[src/apb_periph_pkg.sv]
/*
 * peripheral bus package
 * memory-bus and APB4 request/response structs, slave map,
 * register offsets, LFSR taps and the byte-strobe merge helper
 */
package apb_periph_pkg;

  typedef struct packed {
    logic        valid;
    logic [31:0] addr;
    logic [31:0] wdata;
    logic [ 3:0] wstrb;
  } mem_req_t;

  typedef struct packed {
    logic        ready;
    logic [31:0] rdata;
  } mem_rsp_t;

  // broadcast to every slave, psel travels separately
  typedef struct packed {
    logic [31:0] paddr;
    logic        penable;
    logic        pwrite;
    logic [31:0] pwdata;
    logic [ 3:0] pstrb;
  } apb_req_t;

  typedef struct packed {
    logic        pready;
    logic [31:0] prdata;
  } apb_rsp_t;

  // slave map, addr[15:12] picks the slave
  localparam int APB_SLAVES_NUM = 3;
  localparam int SLV_SEL_LSB    = 12;
  localparam int SLV_ARCHINFO   = 0;
  localparam int SLV_RNG        = 1;
  localparam int SLV_PWM        = 2;

  localparam logic [31:0] ARCH_ID  = 32'h5250_4331;
  // fibonacci taps 31, 21, 1, 0
  localparam logic [31:0] RNG_TAPS = 32'h8020_0003;
  localparam int          PWM_CH_NUM = 4;

  // archinfo
  localparam logic [11:0] REG_ID      = 12'h000;
  localparam logic [11:0] REG_SCRATCH = 12'h004;

  // rng
  localparam logic [11:0] REG_RNG_CTRL = 12'h000;
  localparam logic [11:0] REG_RNG_SEED = 12'h004;
  localparam logic [11:0] REG_RNG_VAL  = 12'h008;

  // pwm
  localparam logic [11:0] REG_PWM_CTRL   = 12'h000;
  localparam logic [11:0] REG_PWM_PSC    = 12'h004;
  localparam logic [11:0] REG_PWM_PERIOD = 12'h008;
  localparam logic [11:0] REG_PWM_CMP0   = 12'h00C;
  localparam logic [11:0] REG_PWM_CMP1   = 12'h010;
  localparam logic [11:0] REG_PWM_CMP2   = 12'h014;
  localparam logic [11:0] REG_PWM_CMP3   = 12'h018;
  localparam logic [11:0] REG_PWM_STAT   = 12'h01C;

  // replace the strobed bytes of old_val with those of new_val
  function automatic logic [31:0] strb_merge(input logic [31:0] old_val,
                                             input logic [31:0] new_val,
                                             input logic [ 3:0] strb);
    logic [31:0] res;
    res = old_val;
    for (int b = 0; b < 4; b++) begin
      if (strb[b]) begin
        res[8*b+:8] = new_val[8*b+:8];
      end
    end
    return res;
  endfunction

endpackage

[src/mem2apb.sv]
/*
 * memory-bus to APB4 bridge
 * idle/setup/access FSM, slave decode from addr[15:12], read-data mux
 */
module mem2apb (
  input  logic                                      clk_i,
  input  logic                                      arst_n_i,
  input  apb_periph_pkg::mem_req_t                  mem_req_i,
  output apb_periph_pkg::mem_rsp_t                  mem_rsp_o,
  output apb_periph_pkg::apb_req_t                  apb_req_o,
  output logic [apb_periph_pkg::APB_SLAVES_NUM-1:0] apb_psel_o,
  input  apb_periph_pkg::apb_rsp_t [apb_periph_pkg::APB_SLAVES_NUM-1:0] apb_rsp_i
);
  import apb_periph_pkg::*;

  typedef enum logic [1:0] {
    ST_IDLE,
    ST_SETUP,
    ST_ACCESS
  } state_e;

  state_e                    state_q;
  logic [APB_SLAVES_NUM-1:0] psel_q;
  logic [APB_SLAVES_NUM-1:0] psel_dec;
  logic                      penable_q;
  logic                      ready_q;
  logic [31:0]               rdata_q;
  logic [31:0]               paddr_q;
  logic [31:0]               pwdata_q;
  logic                      pwrite_q;
  logic [ 3:0]               pstrb_q;
  logic [ 3:0]               slv_field;
  logic                      accept;
  logic                      sel_pready;
  logic [31:0]               sel_prdata;

  assign slv_field = mem_req_i.addr[SLV_SEL_LSB+:4];

  always_comb begin
    for (int i = 0; i < APB_SLAVES_NUM; i++) begin
      psel_dec[i] = (slv_field == 4'(i));
    end
  end

  always_comb begin
    sel_pready = 1'b0;
    sel_prdata = '0;
    for (int i = 0; i < APB_SLAVES_NUM; i++) begin
      if (psel_q[i]) begin
        sel_pready = sel_pready | apb_rsp_i[i].pready;
        sel_prdata = sel_prdata | apb_rsp_i[i].prdata;
      end
    end
  end

  // valid is still high during the ready cycle, so skip it
  assign accept = (state_q == ST_IDLE) && mem_req_i.valid && !ready_q;

  always_ff @(posedge clk_i or negedge arst_n_i) begin
    if (!arst_n_i) begin
      state_q   <= ST_IDLE;
      psel_q    <= '0;
      penable_q <= 1'b0;
      ready_q   <= 1'b0;
    end else begin
      ready_q <= 1'b0;
      case (state_q)
        ST_IDLE: begin
          if (accept && (psel_dec != '0)) begin
            psel_q  <= psel_dec;
            state_q <= ST_SETUP;
          end else if (accept) begin
            // unmapped, answer at once
            ready_q <= 1'b1;
          end
        end
        ST_SETUP: begin
          penable_q <= 1'b1;
          state_q   <= ST_ACCESS;
        end
        ST_ACCESS: begin
          if (sel_pready) begin
            psel_q    <= '0;
            penable_q <= 1'b0;
            ready_q   <= 1'b1;
            state_q   <= ST_IDLE;
          end
        end
        default: state_q <= ST_IDLE;
      endcase
    end
  end

  always_ff @(posedge clk_i) begin
    if (accept) begin
      paddr_q  <= mem_req_i.addr;
      pwdata_q <= mem_req_i.wdata;
      pstrb_q  <= mem_req_i.wstrb;
      pwrite_q <= |mem_req_i.wstrb;
      rdata_q  <= '0;
    end else if (state_q == ST_ACCESS && sel_pready) begin
      rdata_q <= sel_prdata;
    end
  end

  assign apb_req_o = '{paddr: paddr_q, penable: penable_q, pwrite: pwrite_q,
                       pwdata: pwdata_q, pstrb: pstrb_q};
  assign apb_psel_o = psel_q;
  assign mem_rsp_o  = '{ready: ready_q, rdata: rdata_q};

  a_psel_onehot: assert property (@(posedge clk_i) disable iff (!arst_n_i)
    $onehot0(psel_q));
  a_penable_after_psel: assert property (@(posedge clk_i) disable iff (!arst_n_i)
    penable_q |-> (psel_q != '0) && ($past(psel_q) == psel_q));
  a_paddr_stable: assert property (@(posedge clk_i) disable iff (!arst_n_i)
    penable_q |-> $stable(paddr_q));

endmodule

[src/apb4_archinfo.sv]
/*
 * architecture-info APB4 slave
 * read-only identifier and a byte-writable scratch register
 */
module apb4_archinfo (
  input  logic                     clk_i,
  input  logic                     arst_n_i,
  input  apb_periph_pkg::apb_req_t apb_req_i,
  input  logic                     apb_psel_i,
  output apb_periph_pkg::apb_rsp_t apb_rsp_o
);
  import apb_periph_pkg::*;

  logic [31:0] scratch_q;
  logic [11:0] offset;
  logic        wr_en;

  assign offset = apb_req_i.paddr[11:0];
  assign wr_en  = apb_psel_i && apb_req_i.penable && apb_req_i.pwrite;

  // id writes fall through and are dropped
  always_ff @(posedge clk_i or negedge arst_n_i) begin
    if (!arst_n_i) begin
      scratch_q <= '0;
    end else if (wr_en && offset == REG_SCRATCH) begin
      scratch_q <= strb_merge(scratch_q, apb_req_i.pwdata, apb_req_i.pstrb);
    end
  end

  always_comb begin
    apb_rsp_o.pready = 1'b1;
    case (offset)
      REG_ID:      apb_rsp_o.prdata = ARCH_ID;
      REG_SCRATCH: apb_rsp_o.prdata = scratch_q;
      default:     apb_rsp_o.prdata = '0;
    endcase
  end

endmodule

[src/apb4_rng.sv]
/*
 * random-number APB4 slave
 * 32-bit fibonacci LFSR, seed load, step on each enabled value read
 */
module apb4_rng (
  input  logic                     clk_i,
  input  logic                     arst_n_i,
  input  apb_periph_pkg::apb_req_t apb_req_i,
  input  logic                     apb_psel_i,
  output apb_periph_pkg::apb_rsp_t apb_rsp_o
);
  import apb_periph_pkg::*;

  logic        en_q;
  logic [31:0] state_q;
  logic [31:0] state_nxt;
  logic [31:0] seed_val;
  logic [11:0] offset;
  logic        access;
  logic        wr_en;
  logic        rd_val;

  assign offset = apb_req_i.paddr[11:0];
  assign access = apb_psel_i && apb_req_i.penable;
  assign wr_en  = access && apb_req_i.pwrite;
  assign rd_val = access && !apb_req_i.pwrite && (offset == REG_RNG_VAL);

  // new lsb is the parity of the tapped bits
  assign state_nxt = {state_q[30:0], ^(state_q & RNG_TAPS)};
  assign seed_val  = (apb_req_i.pwdata == '0) ? 32'd1 : apb_req_i.pwdata;

  always_ff @(posedge clk_i or negedge arst_n_i) begin
    if (!arst_n_i) begin
      en_q    <= 1'b0;
      state_q <= 32'd1;
    end else begin
      if (wr_en && offset == REG_RNG_CTRL) begin
        en_q <= apb_req_i.pwdata[0];
      end
      if (wr_en && offset == REG_RNG_SEED) begin
        state_q <= seed_val;
      end else if (rd_val && en_q) begin
        state_q <= state_nxt;
      end
    end
  end

  always_comb begin
    apb_rsp_o.pready = 1'b1;
    case (offset)
      REG_RNG_CTRL: apb_rsp_o.prdata = {31'b0, en_q};
      REG_RNG_SEED: apb_rsp_o.prdata = state_q;
      REG_RNG_VAL:  apb_rsp_o.prdata = state_q;
      default:      apb_rsp_o.prdata = '0;
    endcase
  end

  a_state_nonzero: assert property (@(posedge clk_i) disable iff (!arst_n_i)
    state_q != '0);

endmodule

[src/apb4_pwm.sv]
/*
 * four-channel PWM APB4 slave
 * prescaler, period counter, per-channel compare, wrap status and irq
 */
module apb4_pwm (
  input  logic                                  clk_i,
  input  logic                                  arst_n_i,
  input  apb_periph_pkg::apb_req_t              apb_req_i,
  input  logic                                  apb_psel_i,
  output apb_periph_pkg::apb_rsp_t              apb_rsp_o,
  output logic [apb_periph_pkg::PWM_CH_NUM-1:0] pwm_o,
  output logic                                  irq_o
);
  import apb_periph_pkg::*;

  logic                        en_q;
  logic                        ie_q;
  logic                        stat_q;
  logic [15:0]                 psc_q;
  logic [15:0]                 period_q;
  logic [PWM_CH_NUM-1:0][15:0] cmp_q;
  logic [15:0]                 psc_cnt_q;
  logic [15:0]                 cnt_q;
  logic [PWM_CH_NUM-1:0]       cmp_sel;
  logic [31:0]                 rd_data;
  logic [31:0]                 wr_data;
  logic [11:0]                 offset;
  logic                        wr_en;
  logic                        tick;
  logic                        wrap;

  assign offset  = apb_req_i.paddr[11:0];
  assign wr_en   = apb_psel_i && apb_req_i.penable && apb_req_i.pwrite;
  assign wr_data = strb_merge(rd_data, apb_req_i.pwdata, apb_req_i.pstrb);

  assign tick = en_q && (psc_cnt_q >= psc_q);
  assign wrap = tick && (({1'b0, cnt_q} + 17'd1) >= {1'b0, period_q});

  always_comb begin
    cmp_sel = '0;
    rd_data = '0;
    case (offset)
      REG_PWM_CTRL:   rd_data = {30'b0, ie_q, en_q};
      REG_PWM_PSC:    rd_data = {16'b0, psc_q};
      REG_PWM_PERIOD: rd_data = {16'b0, period_q};
      REG_PWM_CMP0:   cmp_sel[0] = 1'b1;
      REG_PWM_CMP1:   cmp_sel[1] = 1'b1;
      REG_PWM_CMP2:   cmp_sel[2] = 1'b1;
      REG_PWM_CMP3:   cmp_sel[3] = 1'b1;
      REG_PWM_STAT:   rd_data = {31'b0, stat_q};
      default:        rd_data = '0;
    endcase
    for (int n = 0; n < PWM_CH_NUM; n++) begin
      if (cmp_sel[n]) begin
        rd_data = {16'b0, cmp_q[n]};
      end
    end
  end

  always_ff @(posedge clk_i or negedge arst_n_i) begin
    if (!arst_n_i) begin
      en_q     <= 1'b0;
      ie_q     <= 1'b0;
      psc_q    <= '0;
      period_q <= '0;
      cmp_q    <= '0;
    end else if (wr_en) begin
      if (offset == REG_PWM_CTRL) begin
        {ie_q, en_q} <= wr_data[1:0];
      end
      if (offset == REG_PWM_PSC) begin
        psc_q <= wr_data[15:0];
      end
      if (offset == REG_PWM_PERIOD) begin
        period_q <= wr_data[15:0];
      end
      for (int n = 0; n < PWM_CH_NUM; n++) begin
        if (cmp_sel[n]) begin
          cmp_q[n] <= wr_data[15:0];
        end
      end
    end
  end

  // a new period restarts the count
  always_ff @(posedge clk_i or negedge arst_n_i) begin
    if (!arst_n_i) begin
      psc_cnt_q <= '0;
      cnt_q     <= '0;
    end else if (!en_q || (wr_en && offset == REG_PWM_PERIOD)) begin
      psc_cnt_q <= '0;
      cnt_q     <= '0;
    end else if (tick) begin
      psc_cnt_q <= '0;
      cnt_q     <= wrap ? 16'd0 : cnt_q + 16'd1;
    end else begin
      psc_cnt_q <= psc_cnt_q + 16'd1;
    end
  end

  // set on wrap wins over a clear in the same cycle
  always_ff @(posedge clk_i or negedge arst_n_i) begin
    if (!arst_n_i) begin
      stat_q <= 1'b0;
    end else if (wrap) begin
      stat_q <= 1'b1;
    end else if (wr_en && offset == REG_PWM_STAT && apb_req_i.pstrb[0] &&
                 apb_req_i.pwdata[0]) begin
      stat_q <= 1'b0;
    end
  end

  always_comb begin
    for (int n = 0; n < PWM_CH_NUM; n++) begin
      pwm_o[n] = en_q && (cnt_q < cmp_q[n]);
    end
  end

  assign irq_o = stat_q && ie_q;

  assign apb_rsp_o.pready = 1'b1;
  assign apb_rsp_o.prdata = rd_data;

  a_cnt_below_period: assert property (@(posedge clk_i) disable iff (!arst_n_i)
    (period_q != '0) |-> (cnt_q < period_q));

endmodule

[src/ip_apb_wrapper.sv]
/*
 * peripheral subsystem top
 * bridge plus archinfo, rng and pwm slaves on one APB4 bus
 */
module ip_apb_wrapper (
  input  logic                                  clk_i,
  input  logic                                  arst_n_i,
  input  apb_periph_pkg::mem_req_t              mem_req_i,
  output apb_periph_pkg::mem_rsp_t              mem_rsp_o,
  output logic [apb_periph_pkg::PWM_CH_NUM-1:0] pwm_o,
  output logic                                  pwm_irq_o
);
  import apb_periph_pkg::*;

  apb_req_t                      apb_req;
  logic [APB_SLAVES_NUM-1:0]     apb_psel;
  apb_rsp_t [APB_SLAVES_NUM-1:0] apb_rsp;

  mem2apb u_mem2apb (
    .clk_i     (clk_i),
    .arst_n_i  (arst_n_i),
    .mem_req_i (mem_req_i),
    .mem_rsp_o (mem_rsp_o),
    .apb_req_o (apb_req),
    .apb_psel_o(apb_psel),
    .apb_rsp_i (apb_rsp)
  );

  apb4_archinfo u_apb4_archinfo (
    .clk_i     (clk_i),
    .arst_n_i  (arst_n_i),
    .apb_req_i (apb_req),
    .apb_psel_i(apb_psel[SLV_ARCHINFO]),
    .apb_rsp_o (apb_rsp[SLV_ARCHINFO])
  );

  apb4_rng u_apb4_rng (
    .clk_i     (clk_i),
    .arst_n_i  (arst_n_i),
    .apb_req_i (apb_req),
    .apb_psel_i(apb_psel[SLV_RNG]),
    .apb_rsp_o (apb_rsp[SLV_RNG])
  );

  apb4_pwm u_apb4_pwm (
    .clk_i     (clk_i),
    .arst_n_i  (arst_n_i),
    .apb_req_i (apb_req),
    .apb_psel_i(apb_psel[SLV_PWM]),
    .apb_rsp_o (apb_rsp[SLV_PWM]),
    .pwm_o     (pwm_o),
    .irq_o     (pwm_irq_o)
  );

endmodule

[config.mk]
export PLATFORM = sky130hd
export DESIGN_NAME = ip_apb_wrapper
export DESIGN_NICKNAME = d
export VERILOG_FILES = /design/src/apb_periph_pkg.sv /design/src/mem2apb.sv /design/src/apb4_archinfo.sv /design/src/apb4_rng.sv /design/src/apb4_pwm.sv /design/src/ip_apb_wrapper.sv
export SDC_FILE = /design/constraint.sdc
export NUM_CORES = 1
export LEC_CHECK = 0
export BUFFER_PORTS_ARGS = -buffer_cell sky130_fd_sc_hd__buf_4
export CAP_MARGIN = 10
export CORE_MARGIN = 5
export CORE_UTILIZATION = 40
export CTS_CLUSTER_DIAMETER = 150
export CTS_CLUSTER_SIZE = 28
export DETAILED_ROUTE_END_ITERATION = 7
export GPL_TIMING_DRIVEN = 0
export PLACE_DENSITY_LB_ADDON = 0.2
export SYNTH_ARGS = -nofsm -noshare
export SYNTH_HDL_FRONTEND = slang
export SYNTH_SLANG_ARGS = --single-unit
[constraint.sdc]
create_clock -name clk_i -period 4.45 [get_ports clk_i]
set_clock_uncertainty 0.2 [all_clocks]
set_input_delay 0.89 -clock clk_i [delete_from_list [all_inputs] [get_ports clk_i]]
set_output_delay 0.89 -clock clk_i [all_outputs]
set_load 0.1 [all_outputs]
* Word-level counts from Yosys, hierarchy flattened
Cells that the tools add are included.
Storage, ports and cells: RAM bits 0, register bits after elaboration 284, bits in read-only memories 0, bits in latches 0, output and inout port bits 38, input bits 71, memories 0, word-level logic and storage cells 149
Cells by class: multiply operators 0, bitwise gates (word level) 2, div/mod/pow operators 0, reduce and logical (&&, ||, !) cells 58, muxes and demuxes 41, shifts and indexed selects 0, add/subtract/negate cells 3, order comparisons 6, equality and inequality tests 13
Operators with widths (count):
- 2-to-1 mux 32 bit | 6
- 2-to-1 mux 16 bit | 9
- one-hot mux 32 bit (2 select lines) | 2
- less-than comparator 16 bit | 4
- bitwise OR 32 bit | 2
- one-hot mux 16 bit (4 select lines) | 1
- == test 12 x 5 -> 1 bit, second input constant | 4
- adder 16 x 1 -> 16 bit, second input constant | 2
- zero test 32 bit | 1
- parity 32 bit | 1
- logical AND 1 bit | 27
- AND reduction 2 bit | 13
- == test 12 x 4 -> 1 bit, second input constant | 2
- adder 16 x 1 -> 17 bit, second input constant | 1
- greater-or-equal comparator 17 x 16 -> 1 bit | 1
- greater-or-equal comparator 16 bit | 1
- 2-to-1 mux 8 bit | 2
- 2-to-1 mux 1 bit | 13
- == test 12 x 3 -> 1 bit, second input constant | 1
- zero test 12 bit | 1
- nonzero test 2 bit | 5
- 2-to-1 mux 3 bit | 2
- one-hot mux 2 bit (3 select lines) | 1
- one-hot mux 3 bit (2 select lines) | 1
- 16 further kinds | 20

* Logic depth before layout (Yosys ltp)
Gate-level depths: netlist of the first run.
depth after elaboration 8, gate-level depth with buffers 14, depth with buffers taken out 12

* Modules after synthesis
A second synthesis of the first run with hierarchy kept.
Unflattened totals: cell total of the unflattened synthesis 1741, area total of the unflattened synthesis 16878.7 um^2
Modules (own cells, without submodules):
- apb4_pwm | times used 1, cells an instance 1148, area an instance 9409.0 um^2
- mem2apb | times used 1, cells an instance 257, area an instance 3886.2 um^2
- apb4_rng | times used 1, cells an instance 211, area an instance 2038.2 um^2
- apb4_archinfo | times used 1, cells an instance 125, area an instance 1545.2 um^2

* Worst setup path after synthesis of the first run
OpenSTA, ideal clock, no wires.
path kind register -> output, from reg u_apb4_pwm.cnt_q[1], to out pwm_o[1] (netlist bit), path slack -0.198 ns, cell stages (with the launch flop) 7, arrival time 3.558 ns, data required time 3.360 ns, cell sequence dfrtp_1 ha_1 a21o_1 a21o_1 a211oi_1 o21ai_0 a211oi_1
On the way: longest elaborated chain between the ends 2
RTL lines:
- start, declared | line apb4_pwm.sv:23 | logic [15:0] cnt_q;
- start signal, assigned | line apb4_pwm.sv:95 | cnt_q <= wrap ? 16'd0 : cnt_q + 16'd1;
- less-than comparator 16 bit | line apb4_pwm.sv:115 | pwm_o[n] = en_q && (cnt_q < cmp_q[n]);
- logical AND 1 bit | line apb4_pwm.sv:115
- end, declared | line ip_apb_wrapper.sv:10 | output logic [apb_periph_pkg::PWM_CH_NUM-1:0] pwm_o,
No other way between the ends.

* Worst setup path after layout of the first run
from reg u_apb4_pwm.cnt_q[2], to reg u_apb4_pwm.cnt_q[13]
On the way: longest elaborated chain between the ends 6, elaborated cells between the ends (all ways) 7, those cells by class add/sub (2); order compare (1); mux (3); reduce/logical (1)
RTL lines:
- adder 16 x 1 -> 17 bit | line apb4_pwm.sv:37 | assign wrap = tick && (({1'b0, cnt_q} + 17'd1) >= {1'b0, period_q});
- greater-or-equal comparator 17 x 16 -> 1 bit | line apb4_pwm.sv:37
- logical AND 1 bit | line apb4_pwm.sv:37
- 2-to-1 mux 16 bit (*) | line apb4_pwm.sv:95
- 2-to-1 mux 16 bit (*) | line apb4_pwm.sv:93 | end else if (tick) begin
- 2-to-1 mux 16 bit (*) | line apb4_pwm.sv:90 | end else if (!en_q || (wr_en && offset == REG_PWM_PERIOD)) begin
Mark *: on every way between the ends. The rest lies on a longest branch, timed or not. The select of a mux whose other input is x is not followed. A chain may end at the register's enable or synchronous reset.

==> impl_metrics.json, run 1 <==
{
  "synth_top_family_by_area": "simple AND/OR/NAND/NOR gates",
  "yosys.area_share.xor_xnor_pct": 1.70,
  "setup_violations": 0,
  "crit_fanout": 10,
  "powerDensity_mw_per_mm2": 413,
  "ant_nets": 0,
  "yosys_register_bits": 284,
  "slowest_delay_ns": 0.54,
  "yosysTopAreaCell": "dfrtp_1",
  "ctsHtreeMaxLevel": 1,
  "num-fill-cells": 3539,
  "wl_per_cell_um": 21.0,
  "vias": 12000,
  "fp.dieH_um": 203,
  "synthMuxAreaShare_pct": 5.93,
  "io_buffers": 92,
  "ys_types": 69,
  "r2r_cells": 12,
  "grt_pass1_wl_um": 70200,
  "gp_congestion": 0.876,
  "cts_made_buffers": 14,
  "clk_pin_slew_ns": 0.12,
  "setup-tns-final_ns": 0,
  "worst_slew_pin_slew_ns": 1.10,
  "clock-root-buffer": "clkbuf_16",
  "grt_pass1_vias": 11900,
  "synth_cells": 1525,
  "synth_compound_area_share_pct": 14.9,
  "ys_top_cells_by_area": "dfrtp_1 (34%), edfxtp_1 (9.8%), ha_1 (7.9%)",
  "crit_path_top_delay_cell": "dfrtp_1",
  "maxSlewHeadroom_pct": 26.3,
  "leakage_nw": 7.36,
  "final_core_util_pct": 45.5,
  "first_pass_iters": 5,
  "drt_drc_violations_left": 0,
  "yosysSeqAreaShare_pct": 48.1,
  "synth.most_common_cell": "dfrtp_1",
  "initialDrtViolationCount": 879,
  "cts.sinks": 284,
  "pin_count": 109,
  "maxCapViolations": 0,
  "overflow": 0,
  "syn_area_mm2": 0.0150,
  "hold_buffers": 0,
  "synth_commonest_cells": "dfrtp_1 (202), nor2_1 (158), a21oi_1 (147)",
  "wirelength_um": 44300,
  "synth_fa_ha_area_share_pct": 7.87,
  "startpoint_type": "flop",
  "area_delta_synth_final_pct": 11.8,
  "hold_path_class": "input pin to asynchronous set/reset pin",
  "critPathTopFamily": "simple AND/OR/NAND/NOR gates",
  "finalNetCount": 1800,
  "slew_viol_final": 0,
  "core_mm2": 0.0368,
  "start_util_pct": 40.6,
  "path_cells": "buf_2 -> and3_1 -> nand4_1 -> o21a_1 -> or2_2 -> ha_1 -> nor2b_1 -> o21ai_0 -> a41o_1 -> clkbuf_1 -> nand4_1 -> a21oi_1",
  "postSynthAreaPerCell_um2": 9.81,
  "synth_top_area_share_pct": 33.8,
  "dominantRegCellSynth": "dfrtp_1",
  "grt_util_all_layers_pct": 21.2,
  "synthSimpleGateAreaFrac_pct": 16.4,
  "insertion_delay_ns": 0.54,
  "grt_start_max_net_pins": 116,
  "tritoncts": "done",
  "num_rows": 70,
  "cts_resized": 0,
  "layout_min_cycle_time_ns": 4.06,
  "die-area_mm2": 0.0413,
  "fmax_mhz": 246,
  "ir_worst_vdd_v": 0.000518,
  "yosys_warnings": 0,
  "place_hpwl_um": 33600,
  "antenna_cells": 0,
  "postCtsSetupRepairBufs": 0,
  "layout-drive-gt1-share_pct": 13.4,
  "synth_edf_count": 49,
  "rsz0062_at_grt": "no",
  "die_w_um": 203,
  "critPathKind": "flop to flop",
  "cts_buffer_depth": 3,
  "worstPathRequired_ns": 4.70,
  "antenna_found_initial": 0,
  "synth_fp_nets": 1690,
  "crit_top_cell": "nand4_1",
  "vias_per_cell": 5.67,
  "seqCellArea_mm2": 0.00719,
  "critPathCaptureType": "flop",
  "synthArstFlopShare_pct": 71.5,
  "status": "finished, final reports clean",
  "worstPathArrival_ns": 4.32,
  "finalCritPeriodShare_pct": 91.3,
  "finalHoldViolations": 0,
  "cp_num_cells": 12,
  "crit_buf_inv": 2,
  "multi_input_comb_area_mm2": 0.00701
}
per-layer routing:
layer	part of all wire, %	routed length (µm)	track usage [%]
met5	0	0	0
met4	2.6	1160	5.16
met3	4.6	2020	2.89
met2	46	20200	33.3
met1	47	20900	31.2
worst paths after layout:
check | startpoint | to | slack (ns)
min in group clk_i | u_mem2apb.rdata_q[18]$_SDFFE_PP0P_ | u_mem2apb.rdata_q[18]$_SDFFE_PP0P_ | 0.30
worst min register to register | u_mem2apb.rdata_q[18]$_SDFFE_PP0P_ | u_mem2apb.rdata_q[18]$_SDFFE_PP0P_ | 0.30
worst max-delay path | u_apb4_pwm.cnt_q[2]$_DFFE_PN0P_ | u_apb4_pwm.cnt_q[13]$_DFFE_PN0P_ | 0.39
max in group asynchronous | arst_n_i | u_apb4_archinfo.scratch_q[13]$_DFFE_PN0P_ | 2.76
worst max register to register | u_apb4_pwm.cnt_q[2]$_DFFE_PN0P_ | u_apb4_pwm.cnt_q[13]$_DFFE_PN0P_ | 0.39
worst min-delay path | arst_n_i | u_apb4_pwm.psc_cnt_q[6]$_DFF_PN0_ | 0.16
area by class of cell:
class / count / share of cell area (%)
well taps: 468 / 3.50
repair buffers: 94 / 4.46
plain buffers: 82 / 2.27
clock inverters: 2 / 0.277
multi-input cells: 1056 / 41.9
inverters: 103 / 2.31
clock buffers: 21 / 2.25
flip-flops and latches: 284 / 43.0
cell usage in the layout (no fill, tap or decap), types with 5 or more instances in the layout:
master,count
a21oi_1,147
nor4_1,13
buf_2,29
a41oi_1,12
nand4_1,38
and3b_1,12
ha_1,94
and3_1,17
edfxtp_1,49
o21ai_1,12
buf_4,98
a21o_1,13
nor3_1,28
nor2_1,158
nand2_1,105
or2_1,5
dfxtp_1,32
nand2b_1,11
o2111ai_1,5
inv_1,103
xnor2_1,17
clkbuf_16,14
a211oi_1,10
or2_2,10
nor2b_1,21
clkbuf_1,50
nand3_1,42
xor2_1,12
and2_1,7
mux2_2,41
o221ai_1,14
o21ai_0,71
a221oi_1,25
mux2i_1,38
a31oi_1,10
o21a_1,19
dfrtp_1,202
power breakdown:
group,internal (mW),leakage [nW],switching [mW]
combinational,0.472,3.62,1.74
sequential,2.94,3.55,0.219
clock,0.618,0.199,0.915
stage by stage:
step	instances	instance area, µm²	hold slack (ns)	power [mW]	setup slack [ns]
6_report	2110	16700	0.159	6.90	0.386
3_5_place_dp	2087	16300	0.285	5.42	0.471
2_1_floorplan	1525	15000	0.264	4.74	0.570
4_1_cts	2110	16700	0.193	6.96	0.436
5_1_grt	2110	16700	0.224	7.17	0.151
3_3_place_gp	2085	16200	0.276	5.40	-0.286
flip-flops by register name, indices dropped and copies added, names as in the netlist:
name	cells
u_apb4_pwm.cmp_q	64
u_apb4_archinfo.scratch_q	32
u_apb4_rng.state_q	32
u_mem2apb.pwdata_q	32
u_mem2apb.rdata_q	32
u_apb4_pwm.cnt_q	16
u_apb4_pwm.period_q	16
u_apb4_pwm.psc_cnt_q	16
u_apb4_pwm.psc_q	16
u_mem2apb.paddr_q	12
u_mem2apb.pstrb_q	4
u_mem2apb.apb_psel_o	3
u_mem2apb.state_q	2
u_apb4_pwm.en_q	1
u_apb4_pwm.ie_q	1
u_apb4_pwm.stat_q	1
u_apb4_rng.en_q	1
u_mem2apb.penable_q	1
u_mem2apb.pwrite_q	1
u_mem2apb.ready_q	1
kinds of logic after synthesis:
family	count (synthesis)
adder cells (fa/ha/maj)	94
AO/OA/AOI/OAI	359
buffers and inverters	185
flip-flops	284
XOR/XNOR	29
multiplexers	82
AND/OR/NAND/NOR	492
Power figures use the tool's default switching activity.
==> inputs of run 2 (changes only) <==
==> constraint.sdc (replaced) <==
create_clock -name clk_i -period 4 [get_ports clk_i]
set_clock_uncertainty 0.2 [all_clocks]
set_input_delay 0.8 -clock clk_i [delete_from_list [all_inputs] [get_ports clk_i]]
set_output_delay 0.8 -clock clk_i [all_outputs]
set_load 0.1 [all_outputs]
==> run 2 against run 1 <==
Effect of this change: core utilization up 0.078 points; sequential power is 11% higher; critical path depth fell by 4; count of clock-buffer cells in the layout stayed put; die area unchanged; final cell count up 0.14%; power is 11% higher; setup slack lost 0.21 ns; combinational power grew 11%; global-route usage hardly changed.
==> impl_metrics.json, run 2 (synthesized netlist as in run 1, its figures left out) <==
{
  "met3WireLength_um": 2300,
  "grt_start_max_net_pins": 116,
  "whs_ns": 0.0670,
  "wl_met2_um": 20100,
  "antenna_cells": 0,
  "gp_congestion": 0.876,
  "critPathCaptureType": "primary output",
  "maxSlewHeadroom_pct": 25.1,
  "powerDensity_mw_per_mm2": 458,
  "fin_ws_ns": 0.174,
  "highest_layer": "met4",
  "final_cell_mix": "dfrtp_1 (201), nor2_1 (158), a21oi_1 (147)",
  "insertion_delay_ns": 0.53,
  "hold_path_class": "input pin to asynchronous set/reset pin",
  "die-area_mm2": 0.0413,
  "die_w_um": 203,
  "regMostFlops": "u_apb4_pwm.cmp_q",
  "cts_made_buffers": 14,
  "cts.sinks": 284,
  "clock-root-buffer": "clkbuf_16",
  "vias": 12000,
  "vias_per_cell": 5.67,
  "crit_top_cell": "a21o_1",
  "crit_path_top_delay_cell": "dfrtp_1",
  "critPathTopFamily": "compound AO/OA/AOI/OAI gates",
  "finalHoldViolations": 0,
  "crit_buf_inv": 2,
  "initialDrtViolationCount": 822,
  "ctsHtreeMaxLevel": 1,
  "cts_buffer_depth": 3,
  "post-place-ws_ns": 0.0207,
  "num_rows": 70,
  "layout_commonest_cell": "dfrtp_1",
  "clk_pin_slew_ns": 0.12,
  "overflow": 0,
  "first_pass_iters": 5,
  "rsz0062_at_grt": "no",
  "pin_count": 109,
  "critPathKind": "flop to primary output",
  "crit_fanout": 9,
  "finalCritPeriodShare_pct": 95.7,
  "tritoncts": "done",
  "slowest_delay_ns": 0.42,
  "leakage_nw": 7.39,
  "path_cells": "clkbuf_1 -> nand2b_1 -> a21o_1 -> a21o_1 -> a211oi_1 -> o21ai_0 -> a211oi_2 -> buf_4",
  "ant_nets": 0,
  "status": "finished, final reports clean",
  "final_core_util_pct": 45.5,
  "finalNetCount": 1803,
  "grt_util_all_layers_pct": 21.2,
  "place_hpwl_um": 33600,
  "layout_min_cycle_time_ns": 3.83,
  "fp.dieH_um": 203,
  "wirelength_um": 44200,
  "io_buffers": 92,
  "layout-drive-gt1-share_pct": 13.9,
  "wl_per_cell_um": 20.9,
  "largest_register_ffs": 64,
  "grt_pass1_wl_um": 70300,
  "worstPathArrival_ns": 2.83,
  "core_mm2": 0.0368,
  "worstPathRequired_ns": 3.00,
  "wl_met1_um": 20700,
  "startpoint_type": "flop",
  "grt_pass1_vias": 11900,
  "slew_viol_final": 0,
  "start_util_pct": 40.6,
  "worst_slew_pin_slew_ns": 1.12,
  "fmax_mhz": 261,
  "drt_drc_violations_left": 0,
  "setup_violations": 0,
  "antenna_found_initial": 0,
  "ir_worst_vdd_v": 0.000577,
  "maxCapViolations": 0,
  "area_delta_synth_final_pct": 12.0
}
[run 2: changes by cell type in the layout (fill, tap and decap cells not counted), sizes merged]
cell  change
buf       +3
[run 2: worst paths after layout]
path / start / endpoint / slack, ns / cells past startpoint
max in group asynchronous: arst_n_i / u_apb4_archinfo.scratch_q[13]$_DFFE_PN0P_ / 2.41 / 2
worst max-delay path: u_apb4_pwm.cnt_q[0]$_DFFE_PN0P_ / pwm_o[1] / 0.17 / 8
min in group clk_i: mem_req_i[5] / u_mem2apb.pwdata_q[1]$_DFFE_PP_ / 0.23 / 1
worst min register to register: u_apb4_archinfo.scratch_q[19]$_DFFE_PN0P_ / u_apb4_archinfo.scratch_q[19]$_DFFE_PN0P_ / 0.30 / 1
worst max register to register: u_apb4_pwm.cnt_q[1]$_DFFE_PN0P_ / u_apb4_pwm.cnt_q[13]$_DFFE_PN0P_ / 0.25 / 12
worst min-delay path: arst_n_i / u_apb4_pwm.psc_cnt_q[6]$_DFF_PN0_ / 0.07 / 1
[run 2: worst reg2reg max path: cells and delay by family, from the launching register on]
family	cells	cell delay, ns
AOI/OAI and AO/OA	3	0.68
xor gates and xnor gates	1	0.25
adders and majority gates	2	0.58
buffers and inverters	1	0.30
DFF	1	0.52
and+or+nand+nor	5	1.15
[run 2: repair_timing]
item,CTS,global route
setup endpoints to repair,3,13
hold buffers,0,0
setup buffers,3,0
cloned,0,0
resized for setup,0,9
[run 2: area by class of cell]
class	instances	area [µm²]
repair buffers	97	768
fillers	3537	20000
inverters	103	387
multi-input cells	1056	7010
well taps	468	586
clock buffers	21	377
flip-flops and latches	284	7190
clock inverters	2	46.3
plain buffers	82	384
[run 2: layer usage]
metal  global-route usage (%)  up-vias
met5                        0        -
met3                     2.89       63
met1                     31.2     5928
li1                         -     5668
met4                     5.16        0
met2                     33.4      330
[run 2: through the flow]
step | TNS [ns] | cell area (µm²) | power (mW) | cells
4_1_cts | 0 | 16700 | 7.74 | 2113
6_report | 0 | 16800 | 7.67 | 2113
2_1_floorplan | 0 | 15000 | 5.27 | 1525
3_5_place_dp | 0 | 16300 | 6.03 | 2087
3_3_place_gp | -36.55 | 16200 | 6.01 | 2085
5_1_grt | 0 | 16800 | 7.98 | 2113
[run 2: report_power, final]
group          internal, mW  leakage, nW  switching, mW  total [mW]
Clock                 0.688        0.199           1.01        1.70
Sequential             3.27         3.55          0.239        3.51
Combinational         0.526         3.64           1.93        2.46
Total                  4.48         7.39           3.19        7.67
==> inputs of run 3 (changes only) <==
--- a/config.mk
+++ b/config.mk
@@ -5,6 +5,7 @@
 export SDC_FILE = /design/constraint.sdc
 export NUM_CORES = 1
 export LEC_CHECK = 0
+export ABC_AREA = 1
 export BUFFER_PORTS_ARGS = -buffer_cell sky130_fd_sc_hd__buf_4
 export CAP_MARGIN = 10
 export CORE_MARGIN = 5
==> run 3 against run 2 <==
Effect of this change: the flow now finishes with violations (negative hold slack); fmax up 5.3%; highest routed layer unchanged; hold slack worse by 0.073 ns; register-to-register slack better by 0.20 ns; via count up 13%; power down 0.15%; core utilization down 0.10 points; count of clock-buffer cells in the layout up 1.
==> impl_metrics.json, run 3 <==
{
  "ir_worst_vdd_v": 0.000704,
  "insertion_delay_ns": 0.52,
  "syn_area_mm2": 0.0158,
  "ys_top_cells_by_area": "dfrtp_1 (32%), nand2_1 (12%), edfxtp_1 (9.3%)",
  "vias": 13600,
  "finalCritPeriodShare_pct": 90.9,
  "ctsHtreeMaxLevel": 1,
  "first_pass_iters": 6,
  "crit_fanout": 7,
  "wirelength_um": 48700,
  "place_hpwl_um": 38300,
  "synthArstFlopShare_pct": 71.5,
  "startpoint_type": "flop",
  "clkPwrFrac_pct": 22.6,
  "final_cell_mix": "nand2_1 (520), inv_1 (218), dfrtp_1 (202)",
  "worst_slew_pin_slew_ns": 0.751,
  "synth.most_common_cell": "nand2_1",
  "maxCapViolations": 0,
  "comb_power_share_pct": 31.9,
  "cts_resized": 0,
  "overflow": 0,
  "final_cells": 2544,
  "violations": "negative hold slack",
  "wl_per_cell_um": 19.1,
  "p_seq_share_pct": 45.5,
  "num_rows": 72,
  "grt_start_max_net_pins": 83,
  "path_cells": "ha_1 -> o21ai_0 -> nand2_1 -> nand3_1 -> a21oi_1 -> o211ai_1 -> o2111ai_1 -> nor2_1 -> buf_4",
  "io_buffers": 92,
  "synth_cells": 1906,
  "leakage_nw": 8.40,
  "critPathCaptureType": "primary output",
  "layout_commonest_cell": "nand2_1",
  "maxSlewHeadroom_pct": 49.6,
  "grt_pass1_wl_um": 76500,
  "hold_path_class": "input pin to asynchronous set/reset pin",
  "synth_edf_count": 49,
  "slowest_delay_ns": 0.61,
  "regMostFlops": "u_apb4_pwm.cmp_q",
  "critPathKind": "flop to primary output",
  "crit_buf_inv": 1,
  "yosysTopAreaCell": "dfrtp_1",
  "area_delta_synth_final_pct": 11.9,
  "cts_buffer_depth": 3,
  "crit_path_top_delay_cell": "dfrtp_1",
  "cts_made_buffers": 14,
  "p_switching_mw": 3.20,
  "core_mm2": 0.0388,
  "ys_types": 54,
  "fmax_mhz": 275,
  "layout_min_cycle_time_ns": 3.63,
  "antenna_cells": 0,
  "synth_top_area_share_pct": 32.1,
  "critPathTopFamily": "flip-flops",
  "hold_buffers": 0,
  "power_switching_share_pct": 41.8,
  "whs_ns": -0.00621,
  "clock-root-buffer": "clkbuf_16",
  "fp.dieH_um": 209,
  "post-place-ws_ns": 0.491,
  "clk_pin_slew_ns": 0.12,
  "grt_util_all_layers_pct": 22.0,
  "dpl.cell_count": 2521,
  "yosys_register_bits": 284,
  "finalHoldViolations": 2,
  "postSynthAreaPerCell_um2": 8.27,
  "start_util_pct": 40.6,
  "ant_nets": 0,
  "slew_viol_final": 0,
  "synth_commonest_cells": "nand2_1 (520), inv_1 (218), dfrtp_1 (202)",
  "drt_drc_violations_left": 0,
  "yosysSeqAreaShare_pct": 45.6,
  "worstPathRequired_ns": 3.00,
  "yosys_warnings": 0,
  "worstPathArrival_ns": 2.63,
  "intPower_mw": 4.46,
  "seqCellArea_mm2": 0.00719,
  "multi_input_comb_area_mm2": 0.00734,
  "cts.sinks": 284,
  "tritoncts": "done",
  "die_w_um": 209,
  "dominantRegCellSynth": "dfrtp_1",
  "powerDensity_mw_per_mm2": 434,
  "largest_register_ffs": 64,
  "gp_congestion": 0.914,
  "setup_violations": 0,
  "initialDrtViolationCount": 1058,
  "die-area_mm2": 0.0435,
  "fin_ws_ns": 0.366,
  "finalNetCount": 2184,
  "num-fill-cells": 3859,
  "status": "finished, violations left",
  "pin_count": 109,
  "rsz0062_at_grt": "no",
  "vias_per_cell": 5.33,
  "antenna_found_initial": 0,
  "layout-drive-gt1-share_pct": 12.5,
  "postCtsSetupRepairBufs": 0,
  "synth_fp_nets": 2071,
  "grt_pass1_vias": 13100
}
run 3: cell type report:
class                      count  share of cell area [%]
tap                          518                    3.67
buffer                        64                    1.96
timing repair buffer          97                    4.46
clock inverter                 1                   0.170
inverter                     238                    5.08
multi-input combinational   1320                    41.6
clock buffer                  22                    2.28
sequential                   284                    40.8
run 3: routing by layer:
| metal | vias to the layer above | wire (µm) | GRT usage [%] |
|---|---|---|---|
| li1 | 6569 | - | - |
| met1 | 6545 | 22700 | 32.4 |
| met2 | 397 | 22600 | 35.5 |
| met3 | 44 | 2720 | 2.56 |
| met4 | 0 | 620 | 3.69 |
| met5 | - | 0 | 0 |
run 3: cell families (layout without fill, tap and decap cells):
| logic type | count (synthesis) | in the layout | share of synthesized area, % |
|---|---|---|---|
| AO/OA/AOI/OAI | 335 | 335 | 13.2 |
| multiplexers | 6 | 6 | 0.429 |
| adder cells (fa/ha/maj) | 94 | 94 | 7.46 |
| AND/OR/NAND/NOR | 863 | 863 | 24.2 |
| XOR/XNOR | 22 | 22 | 1.22 |
| flip-flops | 284 | 284 | 45.6 |
| buffers and inverters | 302 | 422 | 7.87 |
run 3: power by group through the flow:
stage / Combinational [mW] / Sequential (mW) / Clock [mW]
6_report: 2.45 / 3.48 / 1.73
5_1_grt: 2.57 / 3.51 / 1.87
4_1_cts: 2.46 / 3.49 / 1.76
3_5_place_dp: 2.45 / 3.54 / 0
3_3_place_gp: 2.42 / 3.56 / 0
2_1_floorplan: 0.634 / 4.58 / 0
run 3: path summary, 6_finish.rpt:
| kind | cells after the start | from | slack (ns) | endpoint |
|---|---|---|---|---|
| setup / recovery | 9 | u_apb4_pwm.cnt_q[1]$_DFFE_PN0P_ | 0.37 | pwm_o[3] |
| hold / removal | 1 | arst_n_i | -0.006 | u_apb4_pwm.cnt_q[11]$_DFFE_PN0P_ |
| setup reg to reg | 13 | u_apb4_pwm.cnt_q[0]$_DFFE_PN0P_ | 0.45 | u_apb4_pwm.cnt_q[14]$_DFFE_PN0P_ |
| hold reg to reg | 2 | u_apb4_pwm.period_q[4]$_DFFE_PN0P_ | 0.29 | u_apb4_pwm.period_q[4]$_DFFE_PN0P_ |
| max in group asynchronous | 3 | arst_n_i | 2.42 | u_apb4_rng.state_q[0]$_DFFE_PN1P_ |
| min in group clk_i | 1 | mem_req_i[14] | 0.24 | u_mem2apb.pwdata_q[10]$_DFFE_PP_ |
run 3: worst reg2reg max path, cell delays in order (launching register included):
cell and delay [ns]:
dfrtp_1 0.62, ha_1 0.26, nand3_1 0.15, nor2_2 0.26, nand3_1 0.17, nor3_1 0.22
xor2_1 0.14, ha_1 0.34, nand4_1 0.10, nor4_1 0.26, nand2_1 0.21, clkbuf_1 0.29
nand4_1 0.18, nand2_1 0.06
run 3: per-stage QoR:
stage          TNS [ns]  hold slack, ns  power, mW  utilization, %  instance area, µm²
6_report              0        -0.00621       7.66            45.4               17600
5_1_grt               0          0.0306       7.95            45.4               17600
3_5_place_dp          0           0.265       5.99            44.3               17200
2_1_floorplan         0           0.249       5.22               -               15800
3_3_place_gp     -38.01           0.262       5.97            44.1               17100
4_1_cts               0          0.0131       7.70            45.4               17600
